`config.mk`:
```
export PLATFORM = sky130hd
export DESIGN_NAME = cfg_regs
export DESIGN_NICKNAME = d
export VERILOG_FILES = /design/src/hdl/hyper_udma_pkg.sv /design/src/hdl/cfg_regs.sv
export SDC_FILE = /design/constraint.sdc
export NUM_CORES = 1
export LEC_CHECK = 0
export ABC_AREA = 1
export BUFFER_PORTS_ARGS = -buffer_cell sky130_fd_sc_hd__buf_4
export CAP_MARGIN = 10
export CORE_ASPECT_RATIO = 1.25
export CORE_MARGIN = 2
export CORE_UTILIZATION = 30
export CTS_BUF_LIST = sky130_fd_sc_hd__clkbuf_8
export DETAILED_ROUTE_END_ITERATION = 7
export GPL_ROUTABILITY_DRIVEN = 0
export MAX_ROUTING_LAYER = met4
export RECOVER_POWER = 50
export SYNTH_ARGS = -nofsm -noshare
export SYNTH_HDL_FRONTEND = slang
export SYNTH_SLANG_ARGS = --single-unit
```
`constraint.sdc`:
```
create_clock -name sys_clk -period 1.8 [get_ports sys_clk]
set_input_delay 0.27 -clock sys_clk [delete_from_list [all_inputs] [get_ports sys_clk]]
set_output_delay 0.27 -clock sys_clk [all_outputs]
set_load 0.05 [all_outputs]
```
`src/hdl/hyper_udma_pkg.sv`:
```
////////////////////////////////////////
// HyperBus UDMA channel front end
// Register map, widths and shared structs
////////////////////////////////////////
`default_nettype none

package hyper_udma_pkg;

    // Widths and sizes
    localparam int L2_AWIDTH  = 12;           // L2 byte address
    localparam int TRANS_SIZE = 16;           // Transfer byte count
    localparam int MEM_DEPTH  = 4096;         // Bytes in L2 scratch
    localparam int WORD_BYTES = 4;            // Bytes per stream word
    localparam int MEM_WORDS  = MEM_DEPTH / WORD_BYTES;

    // Per-word increments in the width they are added to
    localparam logic [L2_AWIDTH-1:0]  ADDR_STEP = L2_AWIDTH'(WORD_BYTES);
    localparam logic [TRANS_SIZE-1:0] SIZE_STEP = TRANS_SIZE'(WORD_BYTES);

    ////////////////////////////////////////
    // Register map, reference numbering
    ////////////////////////////////////////
    localparam logic [4:0] REG_RX_SADDR = 5'd0;
    localparam logic [4:0] REG_RX_SIZE  = 5'd1;
    localparam logic [4:0] REG_RX_CFG   = 5'd2;
    localparam logic [4:0] REG_TX_SADDR = 5'd3;
    localparam logic [4:0] REG_TX_SIZE  = 5'd4;
    localparam logic [4:0] REG_TX_CFG   = 5'd5;
    localparam logic [4:0] REG_STATUS   = 5'd9;  // 6 to 8 not implemented

    localparam int CFG_EN_BIT       = 4;      // Channel enable
    localparam int STAT_TX_BUSY_BIT = 0;
    localparam int STAT_RX_BUSY_BIT = 1;

    ////////////////////////////////////////
    // Shared structs
    ////////////////////////////////////////
    typedef struct packed {
        logic        req;
        logic [4:0]  addr;
        logic        rwn;                     // 1 is read
        logic [31:0] wdata;
    } cfg_req_t;

    typedef struct packed {
        logic        ack;
        logic [31:0] rdata;
    } cfg_rsp_t;

    typedef struct packed {
        logic [L2_AWIDTH-1:0]  start_addr;
        logic [TRANS_SIZE-1:0] size;
        logic                  start;         // One-cycle kick
    } chan_setup_t;

    // Memory write; addr is a byte address with the low bits clear
    typedef struct packed {
        logic                 we;
        logic [3:0]           be;
        logic [L2_AWIDTH-1:0] addr;
        logic [31:0]          data;
    } mem_wr_t;

endpackage

`default_nettype wire

```
`src/hdl/cfg_regs.sv`:
```
////////////////////////////////////////
// Channel configuration registers
// Four-phase req/ack slave, RX/TX setup and status
////////////////////////////////////////
`default_nettype none

module cfg_regs (
    input  wire                             sys_clk,
    input  wire                             rst_n,
    input  wire hyper_udma_pkg::cfg_req_t   cfg_req_i,
    output hyper_udma_pkg::cfg_rsp_t        cfg_rsp_o,
    output hyper_udma_pkg::chan_setup_t     rx_setup_o,
    output hyper_udma_pkg::chan_setup_t     tx_setup_o,
    input  wire                             rx_busy_i,
    input  wire                             tx_busy_i
);

    logic                                   ack_q;
    logic [31:0]                            rdata_q;
    logic [31:0]                            rd_mux;
    logic                                   access;
    logic                                   wr_access;
    logic [hyper_udma_pkg::L2_AWIDTH-1:0]   rx_saddr_q;
    logic [hyper_udma_pkg::L2_AWIDTH-1:0]   tx_saddr_q;
    logic [hyper_udma_pkg::TRANS_SIZE-1:0]  rx_size_q;
    logic [hyper_udma_pkg::TRANS_SIZE-1:0]  tx_size_q;
    logic [31:0]                            rx_cfg_q;
    logic [31:0]                            tx_cfg_q;
    logic                                   rx_start_q;
    logic                                   tx_start_q;

    // New request seen while ack is still low
    assign access    = cfg_req_i.req & ~ack_q;
    assign wr_access = access & ~cfg_req_i.rwn;

    ////////////////////////////////////////
    // Read mux
    ////////////////////////////////////////
    always_comb begin
        rd_mux = '0;
        case (cfg_req_i.addr)
            hyper_udma_pkg::REG_RX_SADDR: rd_mux[hyper_udma_pkg::L2_AWIDTH-1:0] = rx_saddr_q;
            hyper_udma_pkg::REG_RX_SIZE:  rd_mux[hyper_udma_pkg::TRANS_SIZE-1:0] = rx_size_q;
            hyper_udma_pkg::REG_TX_SADDR: rd_mux[hyper_udma_pkg::L2_AWIDTH-1:0] = tx_saddr_q;
            hyper_udma_pkg::REG_TX_SIZE:  rd_mux[hyper_udma_pkg::TRANS_SIZE-1:0] = tx_size_q;
            hyper_udma_pkg::REG_RX_CFG: begin
                rd_mux                             = rx_cfg_q;
                rd_mux[hyper_udma_pkg::CFG_EN_BIT] = rx_busy_i;   // Enable reads as busy
            end
            hyper_udma_pkg::REG_TX_CFG: begin
                rd_mux                             = tx_cfg_q;
                rd_mux[hyper_udma_pkg::CFG_EN_BIT] = tx_busy_i;
            end
            hyper_udma_pkg::REG_STATUS: begin
                rd_mux[hyper_udma_pkg::STAT_TX_BUSY_BIT] = tx_busy_i;
                rd_mux[hyper_udma_pkg::STAT_RX_BUSY_BIT] = rx_busy_i;
            end
            default: ;                                            // Unmapped reads zero
        endcase
    end

    ////////////////////////////////////////
    // Handshake and register writes
    ////////////////////////////////////////
    always_ff @(posedge sys_clk or negedge rst_n) begin
        if (!rst_n) begin
            ack_q      <= 1'b0;
            rdata_q    <= '0;
            rx_saddr_q <= '0;
            tx_saddr_q <= '0;
            rx_size_q  <= '0;
            tx_size_q  <= '0;
            rx_cfg_q   <= '0;
            tx_cfg_q   <= '0;
            rx_start_q <= 1'b0;
            tx_start_q <= 1'b0;
        end else begin
            rx_start_q <= 1'b0;
            tx_start_q <= 1'b0;
            if (access) begin
                ack_q   <= 1'b1;                                  // Raised one cycle after req
                rdata_q <= cfg_req_i.rwn ? rd_mux : '0;
            end else if (!cfg_req_i.req) begin
                ack_q   <= 1'b0;                                  // Dropped one cycle after req
            end
            if (wr_access) begin
                case (cfg_req_i.addr)
                    hyper_udma_pkg::REG_RX_SADDR:
                        rx_saddr_q <= cfg_req_i.wdata[hyper_udma_pkg::L2_AWIDTH-1:0];
                    hyper_udma_pkg::REG_RX_SIZE:
                        rx_size_q <= cfg_req_i.wdata[hyper_udma_pkg::TRANS_SIZE-1:0];
                    hyper_udma_pkg::REG_TX_SADDR:
                        tx_saddr_q <= cfg_req_i.wdata[hyper_udma_pkg::L2_AWIDTH-1:0];
                    hyper_udma_pkg::REG_TX_SIZE:
                        tx_size_q <= cfg_req_i.wdata[hyper_udma_pkg::TRANS_SIZE-1:0];
                    hyper_udma_pkg::REG_RX_CFG: begin
                        rx_cfg_q   <= cfg_req_i.wdata;
                        rx_start_q <= cfg_req_i.wdata[hyper_udma_pkg::CFG_EN_BIT];
                    end
                    hyper_udma_pkg::REG_TX_CFG: begin
                        tx_cfg_q   <= cfg_req_i.wdata;
                        tx_start_q <= cfg_req_i.wdata[hyper_udma_pkg::CFG_EN_BIT];
                    end
                    default: ;
                endcase
            end
        end
    end

    assign cfg_rsp_o.ack   = ack_q;
    assign cfg_rsp_o.rdata = rdata_q;

    assign rx_setup_o.start_addr = rx_saddr_q;
    assign rx_setup_o.size       = rx_size_q;
    assign rx_setup_o.start      = rx_start_q;
    assign tx_setup_o.start_addr = tx_saddr_q;
    assign tx_setup_o.size       = tx_size_q;
    assign tx_setup_o.start      = tx_start_q;

    // Slave must never acknowledge a request the master did not make
    ack_needs_req: assert property (@(posedge sys_clk) disable iff (!rst_n)
        $rose(ack_q) |-> $past(cfg_req_i.req));

endmodule

`default_nettype wire

```
==> impl_metrics.py <==
metrics = {
    "cts": {
        "root_buffer": "clkbuf_8",
        "cts_tree": "done",
        "numCtsBuffers": 17,
        "clock-sinks": 153,
        "clock_path_buffers": 2,
        "clock_latency_ps": 460,
        "htreeDepth": 4,
        "post_cts_resized": 0,
        "clk_pin_slew_worst_paths_ps": 90,
    },
    "routing": {
        "drc": 0,
        "wl_per_cell_um": 16.04,
        "route.met3.wl_um": 903,
        "first_iter_violations": 393,
        "drt_pass1_iterations": 5,
        "via_per_inst": 4.694,
        "wl_um": 20020,
        "dr_wl_met2_um": 9781,
        "drtAntennaViolNets": 0,
        "via_count": 5858,
        "wl_met1_um": 8908,
        "top_layer": "met4",
    },
    "min_path": {
        "hold_class": "input pin to flip-flop",
        "holdPathStages": 3,
        "hold_end": "tx_cfg_q[24]$_DFFE_PN0P_",
        "min_from": "cfg_req_i[24]",
    },
    "pwr": {
        "p_leak_uw": 0.004445,
        "cellPowerDensity_nw_per_um2": 894.3,
        "peakVddDrop_mv": 0.4593,
    },
    "worst_setup_path": {
        "crit_path_end_kind": "primary output",
        "path_max_fanout": 3,
        "regToRegSetupSlack_ps": 270,
        "cp_cell_sequence": "clkbuf_1",
        "worst-path-buf-inv": 1,
        "crit_path_start_kind": "flip-flop",
        "cp.arrival_ps": 1340,
        "worstReg2RegEnd": "rx_cfg_q[29]$_DFFE_PN0P_",
        "required_ps": 1530,
        "timing.rr.start": "ack_q$_DFFE_PN0P_",
        "worstSetupPathType": "flip-flop to primary output",
        "path_delay_family": "buffers and inverters",
        "crit_start": "rx_size_q[14]$_DFFE_PN0P_",
        "rr_worst_depth": 6,
        "critPathSlowestCell": "clkbuf_1",
        "cpPeakStageDelay_ps": 490,
    },
    "status": {
        "status": "complete, no violations",
    },
    "yosys": {
        "yosysTopAreaCellShare_pct": 55.99,
        "synth_nets": 861,
        "syn_avg_cell_area_sq_um": 8.359,
        "yosys-top-cells-area": "dfrtp_1 (56%), nand2_1 (17%), o21ai_1 (8.7%), nand4_1 (4.8%), inv_1 (2.7%)",
        "ys_seq_area_share_pct": 55.99,
        "netlist_area_sq_um": 6838,
        "synth-warning-count": 0,
        "ys_ff_latch": 153,
        "yosys.area.top_type": "dfrtp_1",
        "syn_inst": 818,
        "ys_types": 20,
    },
    "finish": {
        "final_cell_area_sq_um": 8501,
        "final_util_pct": 38.14,
        "antenna_cells": 0,
        "drive_gt1_share_pct": 19.48,
        "syn2layout_area_growth_pct": 24.32,
        "final_cells": 1248,
        "nNetsFinal": 995,
    },
    "sta": {
        "hold_slack_ps": 75.42,
        "finalSetupViolCount": 0,
        "hold_violations": 0,
        "post-route-min-period_ps": 1611,
        "fin_crit_sh_pct": 89.50,
        "report.final.slew_viol_count": 0,
        "max_freq_mhz": 620.7,
        "tns_ps": 0,
        "max_slew_margin_pct": 53.33,
        "clock_skew_ps": 11.32,
        "worst_pin_slew_ps": 700.0,
        "rsz0062_at_grt": "no",
    },
    "placed_design": {
        "dp.cells": 1214,
        "io_buffers": 133,
        "hpwlAfterDp_um": 13930,
        "placed_cell_area_sq_um": 8257,
    },
    "global_routing": {
        "grt_max_degree": 70,
        "grt_pass1_vias": 5780,
        "grt_overflow_total": 0,
        "grt_pass1_wl_um": 32060,
        "antenna_found_initial": 0,
        "grt_use_total_pct": 17.41,
    },
    "floorplan": {
        "die_w_um": 139.0,
        "initial_core_util_pct": 30.68,
        "core_area_sq_um": 22290,
        "die_area_sq_um": 24020,
        "std_cell_rows": 61,
        "dieHeight_um": 172.8,
        "io_pins": 134,
    },
    "job": {
        "cap_violations": 0,
    },
}
-- metrics by stage --
step                      total power [uW]  worst slack [ps]
final                                 7602             189.0
after global routing                  7932             82.86
after CTS                             7728             218.5
after detailed placement              5107             107.2
after global placement                5090             159.6
after floorplan                       4576             398.1
-- registers in the layout, summed over array words and instances, names as in the netlist, 12 cells and up --
register    count
tx_saddr_q     12
tx_size_q      16
rx_saddr_q     12
rx_cfg_q       31
tx_cfg_q       31
rx_size_q      16
rdata_q        32
-- power by group --
group          switching [uW]  internal (uW)  total [uW]
Combinational             832            337        1170
Clock                    1350           1260        2610
Sequential                162           3660        3820
Total                    2350           5250        7600
-- worst max-delay path by stage --
stage               slack, ps                        end  cells past startpoint
global route               80   rx_size_q[4]$_DFFE_PN0P_                      3
CTS                       220    rdata_q[14]$_DFFE_PN0P_                      9
finish                    190             rx_setup_o[15]                      1
detailed placement        110    rdata_q[14]$_DFFE_PN0P_                     11
floorplan                 400  rx_size_q[12]$_DFFE_PN0P_                      7
global placement          160    rdata_q[13]$_DFFE_PN0P_                     11
-- timing repair --
action | CTS | global route
setup buffers | 0 | 0
hold endpoints to repair | 154 | 0
hold buffers | 2 | 0
-- placed cells by master, fill, tap and decap left out, types with 3 or more instances in the layout --
| cell type | instances |
|---|---|
| inv_6 | 4 |
| buf_4 | 113 |
| nand2_2 | 3 |
| clkbuf_1 | 34 |
| clkinv_4 | 3 |
| dfrtp_1 | 153 |
| a22o_1 | 16 |
| o21ai_1 | 119 |
| clkinv_1 | 4 |
| nor2_1 | 24 |
| buf_12 | 4 |
| clkbuf_2 | 12 |
| nand2_1 | 301 |
| nor2_2 | 5 |
| inv_1 | 50 |
| nand3_1 | 22 |
| clkbuf_8 | 21 |
| inv_2 | 9 |
| nor2_4 | 4 |
| nand4_1 | 52 |
-- final cells by class --
class | count | area (sq um)
Fill cell | 2339 | 13790
Sequential cell | 153 | 3829
Multi-Input combinational cell | 550 | 2532
Timing Repair Buffer | 167 | 1151
Tap cell | 283 | 354.1
Clock buffer | 21 | 289.0
Inverter | 63 | 236.5
Clock inverter | 11 | 108.9
-- layer usage --
layer | vias to the layer above | global-route usage [%]
met4 | 0 | 5.892
met5 | - | -
met2 | 141 | 27.89
met1 | 2751 | 22.35
met3 | 33 | 3.157
li1 | 2933 | -
-- tightest hold or removal path: cells and delay by family --
kind,cells,cell delay (ps)
buffers and inverters,2,120
AO/OA/AOI/OAI,1,110
-- synthesized netlist by cell type (all sizes together) --
master  instances
nand2         304
dfrtp         153
o21ai         119
inv            59
nand4          52
buf            37
nor2           34
nand3          24
a22o           16
clkbuf         15
clkinv          4
or2             1
-- logic make-up (layout without fill, tap and decap cells) --
kind of cell,Yosys count,after routing,share of synthesized area (%)
simple gates,415,415,26.17
flops,153,153,55.99
compound gates,135,135,10.76
buf+inv,115,262,7.081
Power figures use the tool's default switching activity.
