<file path="src/hdl/hyper_udma_pkg.sv">
////////////////////////////////////////
// HyperBus UDMA channel front end
// Register map, widths and shared structs
////////////////////////////////////////
`default_nettype none

package hyper_udma_pkg;

    // Widths and sizes
    localparam int L2_AWIDTH  = 12;           // L2 byte address
    localparam int TRANS_SIZE = 16;           // Transfer byte count
    localparam int MEM_DEPTH  = 4096;         // Bytes in L2 scratch
    localparam int WORD_BYTES = 4;            // Bytes per stream word
    localparam int MEM_WORDS  = MEM_DEPTH / WORD_BYTES;

    // Per-word increments in the width they are added to
    localparam logic [L2_AWIDTH-1:0]  ADDR_STEP = L2_AWIDTH'(WORD_BYTES);
    localparam logic [TRANS_SIZE-1:0] SIZE_STEP = TRANS_SIZE'(WORD_BYTES);

    ////////////////////////////////////////
    // Register map, reference numbering
    ////////////////////////////////////////
    localparam logic [4:0] REG_RX_SADDR = 5'd0;
    localparam logic [4:0] REG_RX_SIZE  = 5'd1;
    localparam logic [4:0] REG_RX_CFG   = 5'd2;
    localparam logic [4:0] REG_TX_SADDR = 5'd3;
    localparam logic [4:0] REG_TX_SIZE  = 5'd4;
    localparam logic [4:0] REG_TX_CFG   = 5'd5;
    localparam logic [4:0] REG_STATUS   = 5'd9;  // 6 to 8 not implemented

    localparam int CFG_EN_BIT       = 4;      // Channel enable
    localparam int STAT_TX_BUSY_BIT = 0;
    localparam int STAT_RX_BUSY_BIT = 1;

    ////////////////////////////////////////
    // Shared structs
    ////////////////////////////////////////
    typedef struct packed {
        logic        req;
        logic [4:0]  addr;
        logic        rwn;                     // 1 is read
        logic [31:0] wdata;
    } cfg_req_t;

    typedef struct packed {
        logic        ack;
        logic [31:0] rdata;
    } cfg_rsp_t;

    typedef struct packed {
        logic [L2_AWIDTH-1:0]  start_addr;
        logic [TRANS_SIZE-1:0] size;
        logic                  start;         // One-cycle kick
    } chan_setup_t;

    // Memory write; addr is a byte address with the low bits clear
    typedef struct packed {
        logic                 we;
        logic [3:0]           be;
        logic [L2_AWIDTH-1:0] addr;
        logic [31:0]          data;
    } mem_wr_t;

endpackage

`default_nettype wire

</file>
<file path="src/hdl/rx_writer.sv">
////////////////////////////////////////
// RX engine
// Writes inbound stream words into L2 with byte enables
////////////////////////////////////////
`default_nettype none

module rx_writer (
    input  wire                              sys_clk,
    input  wire                              rst_n,
    input  wire hyper_udma_pkg::chan_setup_t setup_i,
    input  wire  [31:0]                      rx_data_i,
    input  wire                              rx_valid_i,
    output logic                             rx_ready_o,
    output hyper_udma_pkg::mem_wr_t          mem_wr_o,
    output logic                             busy_o,
    output logic                             eot_o
);

    logic                                   busy_q;
    logic [hyper_udma_pkg::L2_AWIDTH-1:0]   waddr_q;
    logic [hyper_udma_pkg::TRANS_SIZE-1:0]  bytes_left_q;
    logic                                   start_ok;
    logic                                   handshake;
    logic                                   last_word;
    logic [3:0]                             last_be;

    assign start_ok  = setup_i.start & ~busy_q & (setup_i.size != '0);
    assign handshake = rx_valid_i & busy_q;
    assign last_word = bytes_left_q <= hyper_udma_pkg::SIZE_STEP;

    // Low lanes of a short final word
    always_comb begin
        case (bytes_left_q[1:0])
            2'd1:    last_be = 4'b0001;
            2'd2:    last_be = 4'b0011;
            2'd3:    last_be = 4'b0111;
            default: last_be = 4'b1111;
        endcase
    end

    assign rx_ready_o    = busy_q;
    assign busy_o        = busy_q;
    assign eot_o         = handshake & last_word;
    assign mem_wr_o.we   = handshake;
    assign mem_wr_o.be   = last_word ? last_be : 4'b1111;
    assign mem_wr_o.addr = waddr_q;
    assign mem_wr_o.data = rx_data_i;

    always_ff @(posedge sys_clk or negedge rst_n) begin
        if (!rst_n) begin
            busy_q       <= 1'b0;
            waddr_q      <= '0;
            bytes_left_q <= '0;
        end else if (start_ok) begin
            busy_q       <= 1'b1;
            waddr_q      <= {setup_i.start_addr[hyper_udma_pkg::L2_AWIDTH-1:2], 2'b00};
            bytes_left_q <= setup_i.size;
        end else if (handshake) begin
            waddr_q      <= waddr_q + hyper_udma_pkg::ADDR_STEP;
            bytes_left_q <= last_word ? '0 : bytes_left_q - hyper_udma_pkg::SIZE_STEP;
            if (last_word) begin
                busy_q <= 1'b0;
            end
        end
    end

    // Busy and the byte count must fall together
    rx_no_spare_write: assert property (@(posedge sys_clk) disable iff (!rst_n)
        mem_wr_o.we |-> (bytes_left_q != '0));

endmodule

`default_nettype wire

</file>
<file path="config.mk">
export PLATFORM = sky130hd
export DESIGN_NAME = rx_writer
export DESIGN_NICKNAME = d
export VERILOG_FILES = /design/src/hdl/hyper_udma_pkg.sv /design/src/hdl/rx_writer.sv
export SDC_FILE = /design/constraint.sdc
export NUM_CORES = 1
export LEC_CHECK = 0
export BUFFER_PORTS_ARGS = -buffer_cell sky130_fd_sc_hd__buf_2
export CAP_MARGIN = 20
export CORE_MARGIN = 4
export CORE_UTILIZATION = 45
export CTS_BUF_LIST = sky130_fd_sc_hd__clkbuf_16
export DETAILED_ROUTE_END_ITERATION = 6
export GPL_TIMING_DRIVEN = 0
export PLACE_DENSITY = 0.82
export RECOVER_POWER = 100
export REMOVE_ABC_BUFFERS = 1
export SLEW_MARGIN = 15
export SYNTH_ARGS = -nofsm -noshare
export SYNTH_HDL_FRONTEND = slang
export SYNTH_SLANG_ARGS = --single-unit
</file>
<file path="constraint.sdc">
create_clock -name sys_clk -period 2.47 [get_ports sys_clk]
set_clock_uncertainty 0.1 [all_clocks]
set_input_delay 0.3705 -clock sys_clk [delete_from_list [all_inputs] [get_ports sys_clk]]
set_output_delay 0.3705 -clock sys_clk [all_outputs]
set_load 0.02 [all_outputs]
</file>
==> run metrics, run 1 <==
status=complete, but fails checks; failing checks=capacitance limit; met3 usage in global routing=10.4%; combinational cell fraction of total power=44.2%; Critical Path AT=2.46 ns; Worst Max-Slew Pin Slew=1.49 ns; Non-Filler Instances=300; overall power=0.00238 W; Final min period=2.41 ns; Post-synth EDFFs=0; synthesized instance count=234; sequential share of power=39.4%; final core occ=roughly half; Max Fclk=415 MHz; worst path bufs/invs=3; per-cell routed wire length=19.7 µm; Min-Delay Path Class=in2reg; Pint=0.00130 W; CP Launch Type=primary input; clk buf depth=2; Synth cell types=between 40 and 50; Reg clk slew, reported paths=about 0.070 ns; synthesized area=approximately 2000 µm²; Final Hold Vio Count=0; initial antenna violation count=0; DP Wirelength=4400 µm; Setup CP Type=in2reg; #FFs+latches synth=27; Vias/cell=5.94; die height=75.3 µm; DP Cell Count=290; Clock Tree Root=clkbuf_16; gr ovfl total=0; VDD IR max=~580 µV; setup_tns=0 ns; RePlAce Congestion=0.920; Layout Nets=319; Power Density=1110 nW/µm²; Final period util=97.5%; DRT Pass-1 Iters=5; cts hold-fix bufs=0; synthesized area per cell=8.72 µm²; vias in the first global route=1680; Worst path slowest cell=or4_1; Iter 0 DRT Violations=138; largest net degree at the start of global routing=32; Num CTS Buffers=3; met2 Usage GRT=27.8%; vias post-DR=1781; Top delay family on crit path=buffers and inverters; switching pwr=about 0.0011 W; CP Cell Sequence=buf_2, or4_1, o41ai_1, clkbuf_1, buf_12, mux2i_1, nand3_1; Die W=75.3 µm; RSZ-0062 raised after global routing=false; max_slew headroom=0.790%; DRT antenna net count=0; I/O pin total=116; Initial Util=46.5%; crit-path max cell delay=0.57 ns; htree depth=1; ys async rst share=100%; synth-to-layout area growth=5.58%; port bufs=46; CP max FO=9; DR DRC count=0; n_diodes=0; ratio of cells with drive above 1 in the final layout=21.0%; Setup crit end kind=flop; met1 Use GR=30.2%; worst skew pair latency=0.27 ns; core area=between 4000 and 5000 µm²; yosys warns=0; Setup violations, final=0; first-pass GRT wire length=8780 µm; CTS sink cnt=27; Leak Pwr=0.879 nW; DIE AREA=5670 µm²; num rows=24; fillers=around 420; Clk network pwr share=16.3%; Synth Flop Type=dfrtp_1; register area share after synthesis=33.1%; Post-Route WL=approximately 5900 µm; TritonCTS clock tree=built; max cap viols=1; WP data required=2.52 ns; Sw Share=between 40% and 50%; most used routing layer=met1; fin. max-slew vios=0; GRT Total Usage=between 20% and 30%
==> layout make-up <==
class,instances,area (µm²),share of cell area (%)
clock inverters,1,8.76,0.407
inverters,7,30.0,1.39
clock buffers,3,75.1,3.49
repair buffers,52,264,12.3
well taps,52,65.1,3.02
multi-input cells,158,1030,48.1
flip-flops and latches,27,676,31.4
==> kinds of logic (layout without fill, tap and decap cells) <==
| family | Yosys count | in the layout | synth area share, % |
|---|---|---|---|
| other | 2 | 3 | 0.368 |
| xor gates and xnor gates | 10 | 10 | 4.29 |
| AOI/OAI and AO/OA | 48 | 48 | 17.7 |
| DFF | 27 | 27 | 33.1 |
| and+or+nand+nor | 88 | 88 | 22.1 |
| adders and majority gates | 6 | 6 | 3.68 |
| buffers and inverters | 50 | 63 | 17.2 |
| muxes | 3 | 3 | 1.47 |
==> worst paths after layout <==
| kind | startpoint | endpoint | slack (ns) | cells after the start |
|---|---|---|---|---|
| hold reg to reg | bytes_left_q[1]$_DFFE_PN0P_ | bytes_left_q[1]$_DFFE_PN0P_ | 0.41 | 1 |
| setup / recovery | setup_i[16] | bytes_left_q[13]$_DFFE_PN0P_ | 0.06 | 7 |
| max in group asynchronous | rst_n | bytes_left_q[8]$_DFFE_PN0P_ | 1.05 | 1 |
| setup reg to reg | bytes_left_q[6]$_DFFE_PN0P_ | bytes_left_q[6]$_DFFE_PN0P_ | 0.26 | 4 |
| min in group asynchronous | rst_n | waddr_q[9]$_DFFE_PN0P_ | 0.35 | 1 |
| hold / removal | setup_i[19] | waddr_q[2]$_DFFE_PN0P_ | 0.20 | 3 |
==> metrics by stage <==
step / setup WS (ns) / hold WS, ns / instance area, µm²
floorplan: 0.220 / -0.0251 / 1720
global placement: -0.353 / 0.316 / 2010
detailed placement: -0.369 / 0.325 / 2010
CTS: 0.0159 / 0.0371 / 2120
global route: 0.00511 / 0.214 / 2150
finish: 0.0621 / 0.200 / 2150
==> routing by layer <==
layer  routed length (µm)  part of all wire [%]
met3                  683                    12
met1                 2760                    47
met5                    0                     0
met4                   84                   1.4
met2                 2360                    40
==> flip-flops by register name, indices dropped and copies added (netlist names) <==
name / cells
bytes_left_q: 16
waddr_q: 10
busy_o: 1
==> tightest hold or removal path, stage by stage <==
cell     delay [ns]
buf_2          0.08
nand2_1        0.03
o21ai_0        0.05
==> Yosys cell counts, types with 4 or more instances <==
cell type,count,share of area (%)
buf_4,37,14
dfrtp_1,27,33
nand2_1,26,4.8
nand3_1,14,3.4
nor2_1,11,2.0
o21ai_0,10,2.5
nor3_1,9,2.2
a21oi_1,8,2.0
inv_1,7,1.3
o211ai_1,7,2.6
ha_1,6,3.7
xnor2_1,5,2.1
xor2_1,5,2.1
nand4_1,4,1.2
or3_1,4,1.2
==> power by group through the flow <==
stage / Sequential, W / Combinational, W / Clock (W)
6_report: 0.000940 / 0.00105 / 0.000389
5_1_grt: 0.000979 / 0.00116 / 0.000423
4_1_cts: 0.000914 / 0.00103 / 0.000394
3_5_place_dp: 0.000912 / 0.00102 / 0
3_3_place_gp: 0.000904 / 0.000989 / 0
2_1_floorplan: 0.000974 / 0.000632 / 0
==> cells in the final DEF (no fill, tap or decap), types with 2 or more instances in the layout <==
cell and instances:
and2_1 3, dfrtp_1 27, nand2_1 24, nand2_2 2, ha_1 6, buf_2 29, xor2_1 5, clkbuf_2 4
and3_1 2, clkbuf_1 15, nand4_1 4, or4_1 4, nor2_1 10, nand3_1 13, nor3_1 8, a21o_1 2
mux2i_1 3, nor4_1 2, xnor2_1 5, o21ai_0 11, o311ai_0 4, clkbuf_16 3, o211ai_1 7, a22o_1 3
inv_1 6, conb_1 3, a31oi_2 2, a21oi_1 8, buf_4 2, or3_1 4
==> timing repair <==
item                                    in CTS  in global routing
pin swaps                                    0                  2
endpoints found under the setup margin       7                  8
resized for setup                            4                  6
buffers inserted                             0                  5
Note: power is estimated with default switching activity, not from simulation.
==> inputs of run 2 (changes only) <==
- MAX_ROUTING_LAYER: unset -> met4
- RECOVER_POWER: 100 -> unset
==> run metrics, run 2 (synthesized netlist as in run 1, its figures left out) <==
Top delay family on crit path=simple AND/OR/NAND/NOR gates (was buffers and inverters); Biggest register=bytes_left_q (unchanged); n_diodes=0 (unchanged); ratio of cells with drive above 1 in the final layout=28.2% (was 21.0%); CP Depth=6 (was 7); DP Wirelength=4330 µm (was 4400 µm); DR DRC count=0 (unchanged); overall power=0.00241 W (was 0.00238 W); Leak Pwr=0.918 nW (was 0.879 nW); Setup crit end kind=output pin (was flop); die height=75.3 µm (unchanged); clk buf depth=2 (unchanged); worst path bufs/invs=2 (was 3); Final period util=96.3% (was 97.5%); GRT Total Usage=22.0% (was 21.2%); DRT Pass-1 Iters=4 (was 5); num rows=24 (unchanged); fillers=437 (was 423); most common cell after layout, fill and taps aside=buf_2 (unchanged); Design Area, Final=2180 µm² (was 2150 µm²); max cap viols=0 (was 1); Layout Nets=319 (unchanged); Final Hold Vio Count=0 (unchanged); Min-Delay Path Class=in2async (was in2reg); Die W=75.3 µm (unchanged); Critical Path AT=1.91 ns (was 2.46 ns); core area=4380 µm² (unchanged); FF-to-FF path depth=4 (unchanged); synth-to-layout area growth=7.12% (was 5.58%); status=complete, no violations (was complete, but fails checks); I/O pin total=116 (unchanged); CP Cell Sequence=inv_1, ha_1, a21o_1, nand2_2, or3_1, buf_2 (was buf_2, or4_1, o41ai_1, clkbuf_1, buf_12, mux2i_1, nand3_1); Setup violations, final=0 (unchanged); Crit Reg-Reg Endpoint=bytes_left_q[6]$_DFFE_PN0P_ (unchanged); crit path from=bytes_left_q[2]$_DFFE_PN0P_ (was setup_i[16]); vias post-DR=1770 (was 1781); gr ovfl total=0 (unchanged); Post-Route WL=5790 µm (was 5900 µm); RePlAce Congestion=0.946 (was 0.920); Final WS setup=0.0903 ns (was 0.0621 ns); Worst path slowest cell=dfrtp_1 (was or4_1); CP Launch Type=flop (was primary input); largest net degree at the start of global routing=32 (unchanged); Setup WS pre-CTS=-0.358 ns (was -0.369 ns); max_slew headroom=59.4% (was 0.790%); Power Density=1100 nW/µm² (was 1110 nW/µm²); CTS sink cnt=27 (unchanged); crit-path max cell delay=0.45 ns (was 0.57 ns); initial antenna violation count=0 (unchanged); register area=676 µm² (unchanged); fin. max-slew vios=0 (unchanged); cts hold-fix bufs=0 (unchanged); Largest register FFs=16 (unchanged); Num CTS Buffers=3 (unchanged); r2r startpoint=bytes_left_q[6]$_DFFE_PN0P_ (unchanged); area taken by multi-input logic gates=1060 µm² (was 1030 µm²); Iter 0 DRT Violations=111 (was 138); hold_ws=0.00153 ns (was 0.200 ns); Reg clk slew, reported paths=0.07 ns (about the same); htree depth=1 (unchanged); Setup CP Type=reg2out (was in2reg); Final min period=2.38 ns (was 2.41 ns); worst skew pair latency=0.27 ns (about the same); vias in the first global route=1688 (was 1680); Vias/cell=5.90 (was 5.94); Max Fclk=420 MHz (was 415 MHz); Placed Area=2010 µm² (unchanged); Clock Tree Root=clkbuf_16 (unchanged); most frequent cells in the layout=buf_2 (46), dfrtp_1 (27), nand2_1 (25), nand3_1 (13) (was buf_2 (29), dfrtp_1 (27), nand2_1 (24), clkbuf_1 (15), nand3_1 (13)); DIE AREA=5670 µm² (unchanged); WP data required=2.00 ns (was 2.52 ns); per-cell routed wire length=19.3 µm (was 19.7 µm); Worst setup endpoint=mem_wr_o[47] (was bytes_left_q[13]$_DFFE_PN0P_); port bufs=46 (unchanged); CP max FO=8 (was 9); TritonCTS clock tree=built (unchanged); reg2reg setup slack=0.20 ns (was 0.26 ns); VDD IR max=532 µV (was 581 µV); DRT antenna net count=0 (unchanged); first-pass GRT wire length=8980 µm (was 8780 µm); Worst Max-Slew Pin Slew=0.610 ns (was 1.49 ns); Initial Util=46.5% (unchanged)
==> run 2: per-layer routing <==
layer	wire [µm]	track usage, %
met5	0	-
met4	82	4.85
met3	734	10.3
met2	2290	27.3
met1	2680	32.1
==> run 2: where the power goes <==
part	total, W	switching, W	internal, W
combinational	0.00108	0.000628	0.000456
clock	0.000386	0.000165	0.000221
sequential	0.000941	0.000288	0.000653
==> run 2: what timing repair did <==
item | 4_1_cts | 5_1_grt
pin swaps | 0 | 2
setup buffers | 0 | 6
setup endpoints to repair | 7 | 6
gates resized for setup | 6 | 2
==> run 2: through the flow <==
| step | instances | setup TNS [ns] | utilization, % |
|---|---|---|---|
| after global placement | 290 | -2.31 | 45.9 |
| after global routing | 300 | -0.00197 | 49.8 |
| after detailed placement | 290 | -2.64 | 45.9 |
| after floorplan | 192 | 0 | - |
| after CTS | 294 | 0 | 48.6 |
| final | 300 | 0 | 49.8 |
==> run 2: worst min path at each step <==
stage	end	cells past startpoint
2_1_floorplan	busy_o$_DFFE_PN0P_	0
3_3_place_gp	waddr_q[11]$_DFFE_PN0P_	1
3_5_place_dp	waddr_q[11]$_DFFE_PN0P_	1
4_1_cts	waddr_q[11]$_DFFE_PN0P_	1
5_1_grt	waddr_q[9]$_DFFE_PN0P_	1
6_report	waddr_q[9]$_DFFE_PN0P_	1
==> run 2: area by class of cell <==
class,instances,area share [%]
Multi-Input combinational cell,158,48.5
Sequential cell,27,30.9
Timing Repair Buffer,52,12.6
Clock buffer,3,3.44
Tap cell,52,2.98
Inverter,7,1.20
Clock inverter,1,0.344
