==> config.mk <==
export PLATFORM = sky130hd
export DESIGN_NAME = tx_streamer
export DESIGN_NICKNAME = d
export VERILOG_FILES = /design/src/hdl/hyper_udma_pkg.sv /design/src/hdl/tx_streamer.sv
export SDC_FILE = /design/constraint.sdc
export NUM_CORES = 1
export LEC_CHECK = 0
export BUFFER_PORTS_ARGS = -buffer_cell sky130_fd_sc_hd__buf_2
export CAP_MARGIN = 20
export CELL_PAD_IN_SITES_DETAIL_PLACEMENT = 0
export CELL_PAD_IN_SITES_GLOBAL_PLACEMENT = 2
export CORE_MARGIN = 3
export CORE_UTILIZATION = 27
export DETAILED_ROUTE_END_ITERATION = 7
export GPL_TIMING_DRIVEN = 0
export PLACE_DENSITY_LB_ADDON = 0.1
export SLEW_MARGIN = 40
export SYNTH_ARGS = -nofsm -noshare
export SYNTH_HDL_FRONTEND = slang
export SYNTH_SLANG_ARGS = --single-unit
==> constraint.sdc <==
create_clock -name sys_clk -period 3.3 [get_ports sys_clk]
set_clock_uncertainty 0.15 [all_clocks]
set_input_delay 0.165 -clock sys_clk [delete_from_list [all_inputs] [get_ports sys_clk]]
set_output_delay 0.165 -clock sys_clk [all_outputs]
set_load 0.05 [all_outputs]
==> src/hdl/hyper_udma_pkg.sv <==
////////////////////////////////////////
// HyperBus UDMA channel front end
// Register map, widths and shared structs
////////////////////////////////////////
`default_nettype none

package hyper_udma_pkg;

    // Widths and sizes
    localparam int L2_AWIDTH  = 12;           // L2 byte address
    localparam int TRANS_SIZE = 16;           // Transfer byte count
    localparam int MEM_DEPTH  = 4096;         // Bytes in L2 scratch
    localparam int WORD_BYTES = 4;            // Bytes per stream word
    localparam int MEM_WORDS  = MEM_DEPTH / WORD_BYTES;

    // Per-word increments in the width they are added to
    localparam logic [L2_AWIDTH-1:0]  ADDR_STEP = L2_AWIDTH'(WORD_BYTES);
    localparam logic [TRANS_SIZE-1:0] SIZE_STEP = TRANS_SIZE'(WORD_BYTES);

    ////////////////////////////////////////
    // Register map, reference numbering
    ////////////////////////////////////////
    localparam logic [4:0] REG_RX_SADDR = 5'd0;
    localparam logic [4:0] REG_RX_SIZE  = 5'd1;
    localparam logic [4:0] REG_RX_CFG   = 5'd2;
    localparam logic [4:0] REG_TX_SADDR = 5'd3;
    localparam logic [4:0] REG_TX_SIZE  = 5'd4;
    localparam logic [4:0] REG_TX_CFG   = 5'd5;
    localparam logic [4:0] REG_STATUS   = 5'd9;  // 6 to 8 not implemented

    localparam int CFG_EN_BIT       = 4;      // Channel enable
    localparam int STAT_TX_BUSY_BIT = 0;
    localparam int STAT_RX_BUSY_BIT = 1;

    ////////////////////////////////////////
    // Shared structs
    ////////////////////////////////////////
    typedef struct packed {
        logic        req;
        logic [4:0]  addr;
        logic        rwn;                     // 1 is read
        logic [31:0] wdata;
    } cfg_req_t;

    typedef struct packed {
        logic        ack;
        logic [31:0] rdata;
    } cfg_rsp_t;

    typedef struct packed {
        logic [L2_AWIDTH-1:0]  start_addr;
        logic [TRANS_SIZE-1:0] size;
        logic                  start;         // One-cycle kick
    } chan_setup_t;

    // Memory write; addr is a byte address with the low bits clear
    typedef struct packed {
        logic                 we;
        logic [3:0]           be;
        logic [L2_AWIDTH-1:0] addr;
        logic [31:0]          data;
    } mem_wr_t;

endpackage

`default_nettype wire

==> src/hdl/tx_streamer.sv <==
////////////////////////////////////////
// TX engine
// Reads L2 words and offers them on a valid/ready stream
////////////////////////////////////////
`default_nettype none

module tx_streamer (
    input  wire                                  sys_clk,
    input  wire                                  rst_n,
    input  wire hyper_udma_pkg::chan_setup_t     setup_i,
    output logic                                 rd_en_o,
    output logic [hyper_udma_pkg::L2_AWIDTH-1:0] rd_addr_o,
    input  wire  [31:0]                          rd_data_i,
    output logic [31:0]                          tx_data_o,
    output logic                                 tx_valid_o,
    input  wire                                  tx_ready_i,
    output logic                                 busy_o,
    output logic                                 eot_o
);

    logic                                   busy_q;
    logic                                   valid_q;
    logic [hyper_udma_pkg::L2_AWIDTH-1:0]   rd_addr_q;
    logic [hyper_udma_pkg::TRANS_SIZE-1:0]  rd_bytes_q;   // Bytes not yet read
    logic [hyper_udma_pkg::TRANS_SIZE-1:0]  tx_bytes_q;   // Bytes not yet sent
    logic                                   start_ok;
    logic                                   handshake;
    logic                                   last_word;

    assign start_ok  = setup_i.start & ~busy_q & (setup_i.size != '0);
    assign handshake = valid_q & tx_ready_i;
    assign last_word = tx_bytes_q <= hyper_udma_pkg::SIZE_STEP;

    // Read when the port is empty or is being emptied this cycle
    assign rd_en_o   = busy_q & (rd_bytes_q != '0) & (~valid_q | tx_ready_i);
    assign rd_addr_o = rd_addr_q;

    // Memory output register holds the port word
    assign tx_data_o  = rd_data_i;
    assign tx_valid_o = valid_q;
    assign busy_o     = busy_q;
    assign eot_o      = handshake & last_word;

    always_ff @(posedge sys_clk or negedge rst_n) begin
        if (!rst_n) begin
            busy_q     <= 1'b0;
            valid_q    <= 1'b0;
            rd_addr_q  <= '0;
            rd_bytes_q <= '0;
            tx_bytes_q <= '0;
        end else if (start_ok) begin
            busy_q     <= 1'b1;
            valid_q    <= 1'b0;
            rd_addr_q  <= setup_i.start_addr;
            rd_bytes_q <= setup_i.size;
            tx_bytes_q <= setup_i.size;
        end else begin
            if (rd_en_o) begin
                rd_addr_q  <= rd_addr_q + hyper_udma_pkg::ADDR_STEP;
                rd_bytes_q <= (rd_bytes_q <= hyper_udma_pkg::SIZE_STEP) ? '0 :
                              rd_bytes_q - hyper_udma_pkg::SIZE_STEP;
                valid_q    <= 1'b1;                   // Data lands next cycle
            end else if (handshake) begin
                valid_q    <= 1'b0;
            end
            if (handshake) begin
                tx_bytes_q <= last_word ? '0 : tx_bytes_q - hyper_udma_pkg::SIZE_STEP;
                if (last_word) begin
                    busy_q <= 1'b0;
                end
            end
        end
    end

    // Stalled word must hold, which relies on the memory only updating on rd_en
    tx_hold_stable: assert property (@(posedge sys_clk) disable iff (!rst_n)
        (tx_valid_o && !tx_ready_i) |=> (tx_valid_o && $stable(tx_data_o)));

endmodule

`default_nettype wire

==> run_results.csv, run 1 <==
group,metric,value,unit
outcome,outcome,"finished clean",
global_route,grt_first_pass_wirelength,14500,um
layout,nFillCells,1120,
clock_tree,clock-root-buffer,"clkbuf_8",
clock_tree,cts_buffers,5,
layout,seqCellArea,1150,um^2
die,std_cell_rows,36,
clock_tree,cts_setup_buffers,0,
drt,antenna_left,0,
layout,fin_area,3670,um^2
drt,routed_wl,9070,um
logic_synthesis,seq_area_frac_synth,40.7,%
logic_synthesis,synth_edf_count,0,
worst_setup_path,cp-start-kind,"flip-flop",
logic_synthesis,synthCells,326,
clock_tree,h-tree-depth,2,
sta,rsz0062_at_grt,"no",
global_route,grt_pass1_vias,2611,
drt,drt_iter0_markers,143,
clock_tree,clk_pin_slew,100,ps
drt,dr.pass1.iters,4,
layout,drive_gt1_share,29.2,%
power_and_ir_drop,powerDensity,801,nW/um^2
logic_synthesis,synth.avg_cell_area,8.69,um^2
logic_synthesis,syn-num-nets,395,
power_and_ir_drop,p_switching,1440,uW
worst_setup_path,worstReg2RegStart,"rd_bytes_q[12]",
run,maxCapViolCount,0,
global_route,overflow,0,
hold_path,hold_path.class,"input port to flip-flop",
layout,multiInputGateArea,1350,um^2
power_and_ir_drop,ir_drop,0.000267,V
worst_setup_path,critPathRequiredTime,2980,ps
logic_synthesis,yosys_warnings,0,
die,dieArea,11800,um^2
layout,antenna_cells,0,
power_and_ir_drop,internal_power,1490,uW
drt,wl_per_cell,16.1,um
clock_tree,clock_latency,310,ps
power_and_ir_drop,p_sw_share,49.2,%
sta,setup_viol,0,
logic_synthesis,yosysUniqueCellTypes,46,
placement,dp_hpwl,6870,um
global_route,antenna_found_initial,0,
worst_setup_path,crit_start,"tx_bytes_q[10]",
power_and_ir_drop,seq_power_share,38.3,%
die,core,10000,um^2
sta,clock.fmax,0.373,GHz
global_route,grt_max_degree,47,
placement,portBuffers,79,
die,die_w,108,um
global_route,track_usage,16.0,%
logic_synthesis,syn_area,2830,um^2
layout,fin_nets,499,
sta,finalHoldViolCount,0,
worst_setup_path,crit_type,"flip-flop to output pin",
placement,routabilityCongestion,0.792,
logic_synthesis,async_reset_ff_share,100,%
logic_synthesis,synthFlopType,"dfrtp_1",
layout,final_cell_mix,"buf_2 (79), dfrtp_1 (46), nand2_1 (38)",
die,io_pins,112,
drt,drcViolationCount,0,
placement,post_dp_cell_area,3400,um^2
worst_setup_path,r2r_slack,770,ps
sta,fin_crit_sh,81.1,%
layout,final_common_cell,"buf_2",
sta,fin_crit,2680,ps
die,fp.dieH,108,um
power_and_ir_drop,p_comb_share,48.6,%
worst_setup_path,crit_arrival,2360,ps
worst_setup_path,crit_path_end_kind,"output pin",
worst_setup_path,crit_fanout,5,
sta,tightestPinTransition,749,ps
sta,drv_slew,0,
power_and_ir_drop,power.leakage,0.00165,uW
die,start_util,28.3,%
logic_synthesis,ys_ff_latch,46,
clock_tree,clock_tree.buffer_depth,2,
placement,dp_slack,811,ps
sta,slew_headroom,49.6,%
drt,viasPerCell,4.82,
clock_tree,cts_tree,"yes",
sta,setup_tns,0,ps
hold_path,hold_path_startpoint,"setup_i[3]",
power_and_ir_drop,p_clk_share,13.1,%
drt,num_vias,2717,
layout,syn2layout_area_growth,29.5,%
sta,timing.final.ws_setup,623,ps
clock_tree,numClockSinks,46,
flip-flops by register name (all words and copies together) (netlist names):
signal / cells
rd_bytes_q: 16
busy_o: 1
tx_bytes_q: 16
rd_addr_o: 12
tx_valid_o: 1
cells in the mapped netlist (2+ instances only):
library cell	count	share of area, %
a21boi_0	2	0.53
a21oi_1	21	3.7
a221o_1	2	0.71
a31oi_1	8	1.8
and2_1	3	0.66
and4_1	2	0.62
buf_4	32	8.5
clkbuf_1	7	0.93
dfrtp_1	46	41
ha_1	5	2.2
inv_1	14	1.9
nand2_1	38	5.0
nand2b_1	4	0.88
nand3_1	9	1.6
nand3b_1	3	0.80
nand4_1	4	0.88
nor2_1	25	3.3
nor3_1	7	1.2
nor4_1	13	2.9
nor4b_1	2	0.62
o211ai_1	4	1.1
o21ai_0	25	4.4
o31ai_1	3	0.80
or3_1	6	1.3
or4_1	4	1.1
xnor2_1	10	3.1
xor2_1	8	2.5
layer usage:
layer / up-vias / global-route usage (%) / share of wire (%)
met5: - / 0 / 0
met4: 0 / 3.34 / 1.2
met3: 7 / 2.45 / 5.4
met2: 87 / 24.8 / 44
met1: 1283 / 23.6 / 49
li1: 1340 / - / -
critical path: stages, from the launching register on:
cell	delay (ps)
dfrtp_1	410
nor4_1	520
nand3_1	330
nor4_4	450
buf_2	330
metrics by stage:
step / hold slack (ps) / instances / total power, uW / utilization (%)
final: 5.39 / 564 / 2940 / 36.7
after floorplan: -281 / 326 / 2150 / -
after global placement: 211 / 538 / 2540 / 33.9
after detailed placement: 99.6 / 538 / 2550 / 34.0
after CTS: 2.40 / 564 / 2960 / 36.7
after global routing: 14.8 / 564 / 3190 / 36.7
area by class of cell:
class / count / share of cell area [%]
clock inverter: 1 / 0.136
tap: 133 / 4.54
multi-input combinational: 225 / 36.7
clock buffer: 7 / 2.35
sequential: 46 / 31.4
inverter: 14 / 1.43
buffer: 41 / 7.71
timing repair buffer: 97 / 15.8
power by group through the flow:
stage	Clock (uW)	Combinational [uW]	Sequential, uW
6_report	384	1430	1130
5_1_grt	416	1600	1180
4_1_cts	396	1440	1130
3_5_place_dp	0	1420	1140
3_3_place_gp	0	1410	1140
2_1_floorplan	0	807	1340
timing repair:
action | 4_1_cts | 5_1_grt
endpoints found under the hold margin | 67 | 0
gates resized for setup | 0 | 0
hold buffers | 18 | 0
logic make-up (layout without fill, tap and decap cells):
kind of cell,count (synthesis),in the layout,synth area share [%]
AO/OA/AOI/OAI,75,75,16.2
XOR/XNOR,18,18,5.57
adder cells (fa/ha/maj),5,5,2.21
buffers and inverters,55,160,11.8
flip-flops,46,46,40.7
AND/OR/NAND/NOR,127,127,23.6
final timing paths:
check	endpoint	cells past startpoint
worst max-delay path	eot_o	4
worst min-delay path	tx_bytes_q[2]	3
worst max register to register	rd_bytes_q[0]	6
worst min register to register	rd_addr_o[0]	2
max in group asynchronous	rd_addr_o[5]	2
min in group asynchronous	tx_bytes_q[15]	2
Note: power is estimated with default switching activity, not from simulation.
==> inputs of run 2 (changes only) <==
Clock period 3.3 ns to 2.7 ns, I/O delays scaled along.
==> run_results.csv, run 2 (synthesized netlist as in run 1, its figures left out) <==
group,metric,value,unit
drt,num_vias,2747,
drt,dr.pass1.iters,4,
sta,setup_viol,0,
sta,tightestPinTransition,640,ps
sta,fin_crit,2540,ps
die,io_pins,112,
clock_tree,clock-root-buffer,"clkbuf_8",
die,start_util,28.3,%
layout,fin_nets,505,
placement,dp_hpwl,6870,um
global_route,grt_pass1_vias,2664,
placement,routabilityCongestion,0.792,
global_route,top_usage_layer,"met2",
clock_tree,h-tree-depth,2,
die,dieArea,11800,um^2
worst_setup_path,r2r-end,"rd_bytes_q[12]",
global_route,track_usage,16.3,%
outcome,violations,"hold timing",
worst_setup_path,max_stage_delay,570,ps
worst_setup_path,crit_type,"input port to flip-flop",
layout,syn2layout_area_growth,32.3,%
die,die_w,108,um
outcome,outcome,"finished, violations left",
hold_path,hold_path.class,"input port to flip-flop",
power_and_ir_drop,power.leakage,0.00168,uW
worst_setup_path,critPathRequiredTime,2750,ps
worst_setup_path,cp-start-kind,"input port",
drt,viasPerCell,4.82,
drt,drcViolationCount,0,
global_route,grt_max_degree,47,
clock_tree,cts_setup_buffers,0,
layout,stdcell_count,570,
clock_tree,numClockSinks,46,
worst_setup_path,cp-endpoint,"rd_bytes_q[3]",
power_and_ir_drop,ir_drop,0.000327,V
clock_tree,clock_latency,310,ps
worst_setup_path,r2r_slack,170,ps
layout,fin_area,3750,um^2
sta,drv_slew,0,
placement,place_inst,538,
global_route,overflow,0,
placement,portBuffers,79,
sta,slew_headroom,56.9,%
worst_setup_path,crit_arrival,2580,ps
worst_setup_path,crit_chain,"dlygate4sd3_1 -> buf_2 -> nor4_1 -> a41oi_1 -> clkbuf_1 -> a221oi_1 -> nor2_1",
worst_setup_path,worstReg2RegStart,"rd_bytes_q[2]",
drt,antenna_left,0,
die,core,10000,um^2
placement,post_dp_cell_area,3400,um^2
global_route,antenna_found_initial,0,
global_route,use_met2,25.5,%
run,maxCapViolCount,0,
sta,rsz0062_at_grt,"yes",
die,std_cell_rows,36,
worst_setup_path,crit_family,"buffers and inverters",
global_route,grt_util_met3,2.45,%
layout,final_cell_mix,"buf_2 (79), dfrtp_1 (46), nand2_1 (38)",
worst_setup_path,crit_start,"setup_i[12]",
sta,clock.fmax,0.394,GHz
drt,drt_iter0_markers,126,
layout,drive_gt1_share,29.7,%
sta,setup_tns,0,ps
global_route,grt_first_pass_wirelength,14700,um
clock_tree,clock_tree.buffer_depth,2,
layout,final_common_cell,"buf_2",
worst_setup_path,slowest_stage,"nor4_1",
worst_setup_path,crit_fanout,10,
power_and_ir_drop,powerDensity,966,nW/um^2
clock_tree,cts_buffers,5,
sta,fin_crit_sh,93.9,%
sta,whs,-4.53,ps
worst_setup_path,crit_path_end_kind,"flip-flop",
worst_setup_path,cp.buffers_inverters,3,
sta,finalHoldViolCount,1,
worst_setup_path,r2r_cells,8,
die,fp.dieH,108,um
global_route,use_met1,23.7,%
drt,routed_wl,9180,um
drt,wl_per_cell,16.1,um
layout,antenna_cells,0,
clock_tree,clk_pin_slew,90,ps
worst_setup_path,cp_num_cells,7,
clock_tree,cts_tree,"yes",
run 2: worst min-delay path by stage:
stage | startpoint | to | slack (ps) | depth (start not counted)
finish | setup_i[7] | tx_bytes_q[6] | -5 | 3
global route | setup_i[7] | tx_bytes_q[6] | 10 | 3
CTS | setup_i[7] | tx_bytes_q[6] | 3 | 3
detailed placement | rst_n | tx_bytes_q[1] | 70 | 1
global placement | setup_i[17] | rd_addr_o[0] | 180 | 3
floorplan | rst_n | busy_o | -310 | 0
run 2: worst reg2reg max path, cell delays in order, from the launching register on:
cell and delay, ps:
dfrtp_1 420, inv_1 80, ha_1 300, nor4b_2 200, and4_1 200, buf_6 130, or3_4 370, or4_1 410
a31oi_1 190
run 2: timing repair:
item | 4_1_cts | 5_1_grt
hold buffers | 24 | 0
setup endpoints to repair | 0 | 17
gates resized for setup | 0 | 5
endpoints found under the hold margin | 77 | 0
run 2: metrics by stage:
stage	utilization, %	setup slack, ps	total power [uW]
4_1_cts	37.3	28.7	3630
6_report	37.5	164	3620
5_1_grt	37.5	-21.6	3940
2_1_floorplan	-	220	2630
3_5_place_dp	34.0	211	3120
3_3_place_gp	33.9	199	3110
run 2: routing by layer:
layer	vias to the layer above	part of all wire, %
met1	1302	49
met4	0	1.0
met5	-	0
li1	1352	-
met2	87	45
met3	6	4.8
run 2: area by class of cell:
class / count / area [um^2]
Sequential cell: 46 / 1150
Multi-Input combinational cell: 225 / 1360
Clock buffer: 7 / 86.3
Buffer: 41 / 284
Timing Repair Buffer: 103 / 638
Clock inverter: 1 / 5.00
Fill cell: 1119 / 6250
Tap cell: 133 / 166
Inverter: 14 / 52.6
run 2: power breakdown:
group	leakage (uW)	switching (uW)	total (uW)	internal (uW)
Sequential	0.000554	369	1390	1020
Clock	0.0000482	259	466	208
Combinational	0.00108	1150	1760	614
==> inputs of run 3 (changes only) <==
Settings changed: CELL_PAD_IN_SITES_DETAIL_PLACEMENT 0 to 1, CORE_MARGIN 3 to not set.
==> run_results.csv, run 3 (synthesized netlist as in run 1, its figures left out) <==
group,metric,value,unit
placement,dp_hpwl,7080,um
global_route,overflow,0,
die,fp.dieH,104,um
drt,viasPerCell,4.90,
die,core,10200,um^2
global_route,grt_max_degree,47,
die,die_w,104,um
worst_setup_path,crit_type,"flip-flop to flip-flop",
sta,slew_headroom,57.6,%
worst_setup_path,r2r_cells,8,
global_route,grt_first_pass_wirelength,15200,um
die,std_cell_rows,37,
hold_path,hold_depth,3,
power_and_ir_drop,powerDensity,989,nW/um^2
sta,timing.final.ws_setup,172,ps
global_route,grt_util_met3,2.07,%
layout,final_cell_mix,"buf_2 (79), dfrtp_1 (46), nand2_1 (38)",
sta,setup_tns,0,ps
clock_tree,cts_setup_buffers,0,
global_route,antenna_found_initial,0,
worst_setup_path,r2r_slack,170,ps
worst_setup_path,crit_chain,"inv_1 -> ha_1 -> nor4b_2 -> and4_1 -> buf_6 -> or3_4 -> or4_1 -> a31oi_1",
sta,fin_crit,2530,ps
die,start_util,27.7,%
sta,fin_crit_sh,93.6,%
clock_tree,cts_buffers,5,
sta,tightestPinTransition,636,ps
clock_tree,clock_latency,310,ps
placement,portBuffers,79,
placement,routabilityCongestion,0.761,
placement,dp_slack,190,ps
layout,drive_gt1_share,30.0,%
global_route,track_usage,17.9,%
drt,drt_iter0_markers,113,
layout,fin_nets,505,
clock_tree,clock-root-buffer,"clkbuf_8",
layout,syn2layout_area_growth,33.1,%
sta,setup_viol,0,
worst_setup_path,crit_path_end_kind,"flip-flop",
layout,antenna_cells,0,
worst_setup_path,r2r-end,"rd_bytes_q[14]",
sta,drv_slew,0,
global_route,use_met2,30.5,%
worst_setup_path,cp-start-kind,"flip-flop",
sta,clock.fmax,0.396,GHz
worst_setup_path,slowest_stage,"dfrtp_1",
power_and_ir_drop,power.leakage,0.00169,uW
drt,routed_wl,9540,um
outcome,outcome,"finished clean",
sta,finalHoldViolCount,0,
worst_setup_path,crit_fanout,7,
worst_setup_path,max_stage_delay,430,ps
die,dieArea,10900,um^2
global_route,use_met1,24.1,%
clock_tree,h-tree-depth,2,
placement,post_dp_cell_area,3400,um^2
die,io_pins,112,
layout,final_common_cell,"buf_2",
clock_tree,numClockSinks,46,
drt,dr.pass1.iters,4,
run,maxCapViolCount,0,
drt,antenna_left,0,
global_route,grt_pass1_vias,2838,
hold_path,hold_path_startpoint,"setup_i[13]",
worst_setup_path,critPathRequiredTime,2780,ps
sta,rsz0062_at_grt,"no",
drt,wl_per_cell,16.6,um
clock_tree,clock_tree.buffer_depth,2,
worst_setup_path,worstReg2RegStart,"rd_bytes_q[2]",
layout,fin_area,3770,um^2
hold_path,hold_path.class,"input port to flip-flop",
worst_setup_path,crit_arrival,2610,ps
hold_path,hold_path_end,"tx_bytes_q[12]",
global_route,top_usage_layer,"met2",
clock_tree,clk_pin_slew,100,ps
drt,drcViolationCount,0,
clock_tree,cts_tree,"yes",
drt,num_vias,2805,
power_and_ir_drop,ir_drop,0.000305,V
run 3: cell type report:
type                            count  area (um^2)
Fill cell                        1251         6460
Multi-Input combinational cell    225         1360
Sequential cell                    46         1150
Timing Repair Buffer              103          638
Buffer                             41          284
Tap cell                          136          170
Clock buffer                        5         68.8
Inverter                           14         52.6
Clock inverter                      3         40.0
run 3: how the worst max path moves through the flow:
stage	startpoint	end	slack, ps	cells after the start
4_1_cts	tx_bytes_q[10]	eot_o	1	4
5_1_grt	tx_bytes_q[10]	eot_o	30	4
6_report	rd_bytes_q[2]	rd_bytes_q[14]	170	8
3_3_place_gp	tx_bytes_q[10]	tx_bytes_q[1]	220	5
2_1_floorplan	tx_bytes_q[10]	tx_bytes_q[10]	220	5
3_5_place_dp	tx_bytes_q[10]	tx_bytes_q[11]	190	5
run 3: metal layers:
metal / up-vias / part of all wire [%]
li1: 1350 / -
met1: 1375 / 47
met2: 75 / 49
met3: 5 / 3.2
met4: 0 / 0.82
met5: - / 0
run 3: stage by stage:
step | hold slack, ps | power [uW] | utilization, % | instances
floorplan | -311 | 2630 | - | 326
global placement | 184 | 3110 | 33.2 | 541
detailed placement | 65.4 | 3150 | 33.2 | 541
CTS | 0.944 | 3730 | 36.6 | 573
global route | 16.6 | 4010 | 36.8 | 573
finish | 0.716 | 3730 | 36.8 | 573
run 3: critical path: cells and delay by family (launching register included):
kind | cells | cell delay, ps
compound gates | 1 | 180
simple gates | 4 | 1190
fa+ha+maj | 1 | 300
buf+inv | 2 | 210
flops | 1 | 430
run 3: where the power goes:
part	total (uW)	internal, uW	leakage (uW)	switching, uW
clock	536	273	0.0000579	262
sequential	1400	1020	0.000554	382
combinational	1790	616	0.00108	1170
run 3: timing repair:
| item | CTS | global route |
|---|---|---|
| endpoints found under the hold margin | 78 | 0 |
| setup endpoints to repair | 0 | 29 |
| gates resized for setup | 0 | 5 |
| hold buffers | 24 | 0 |
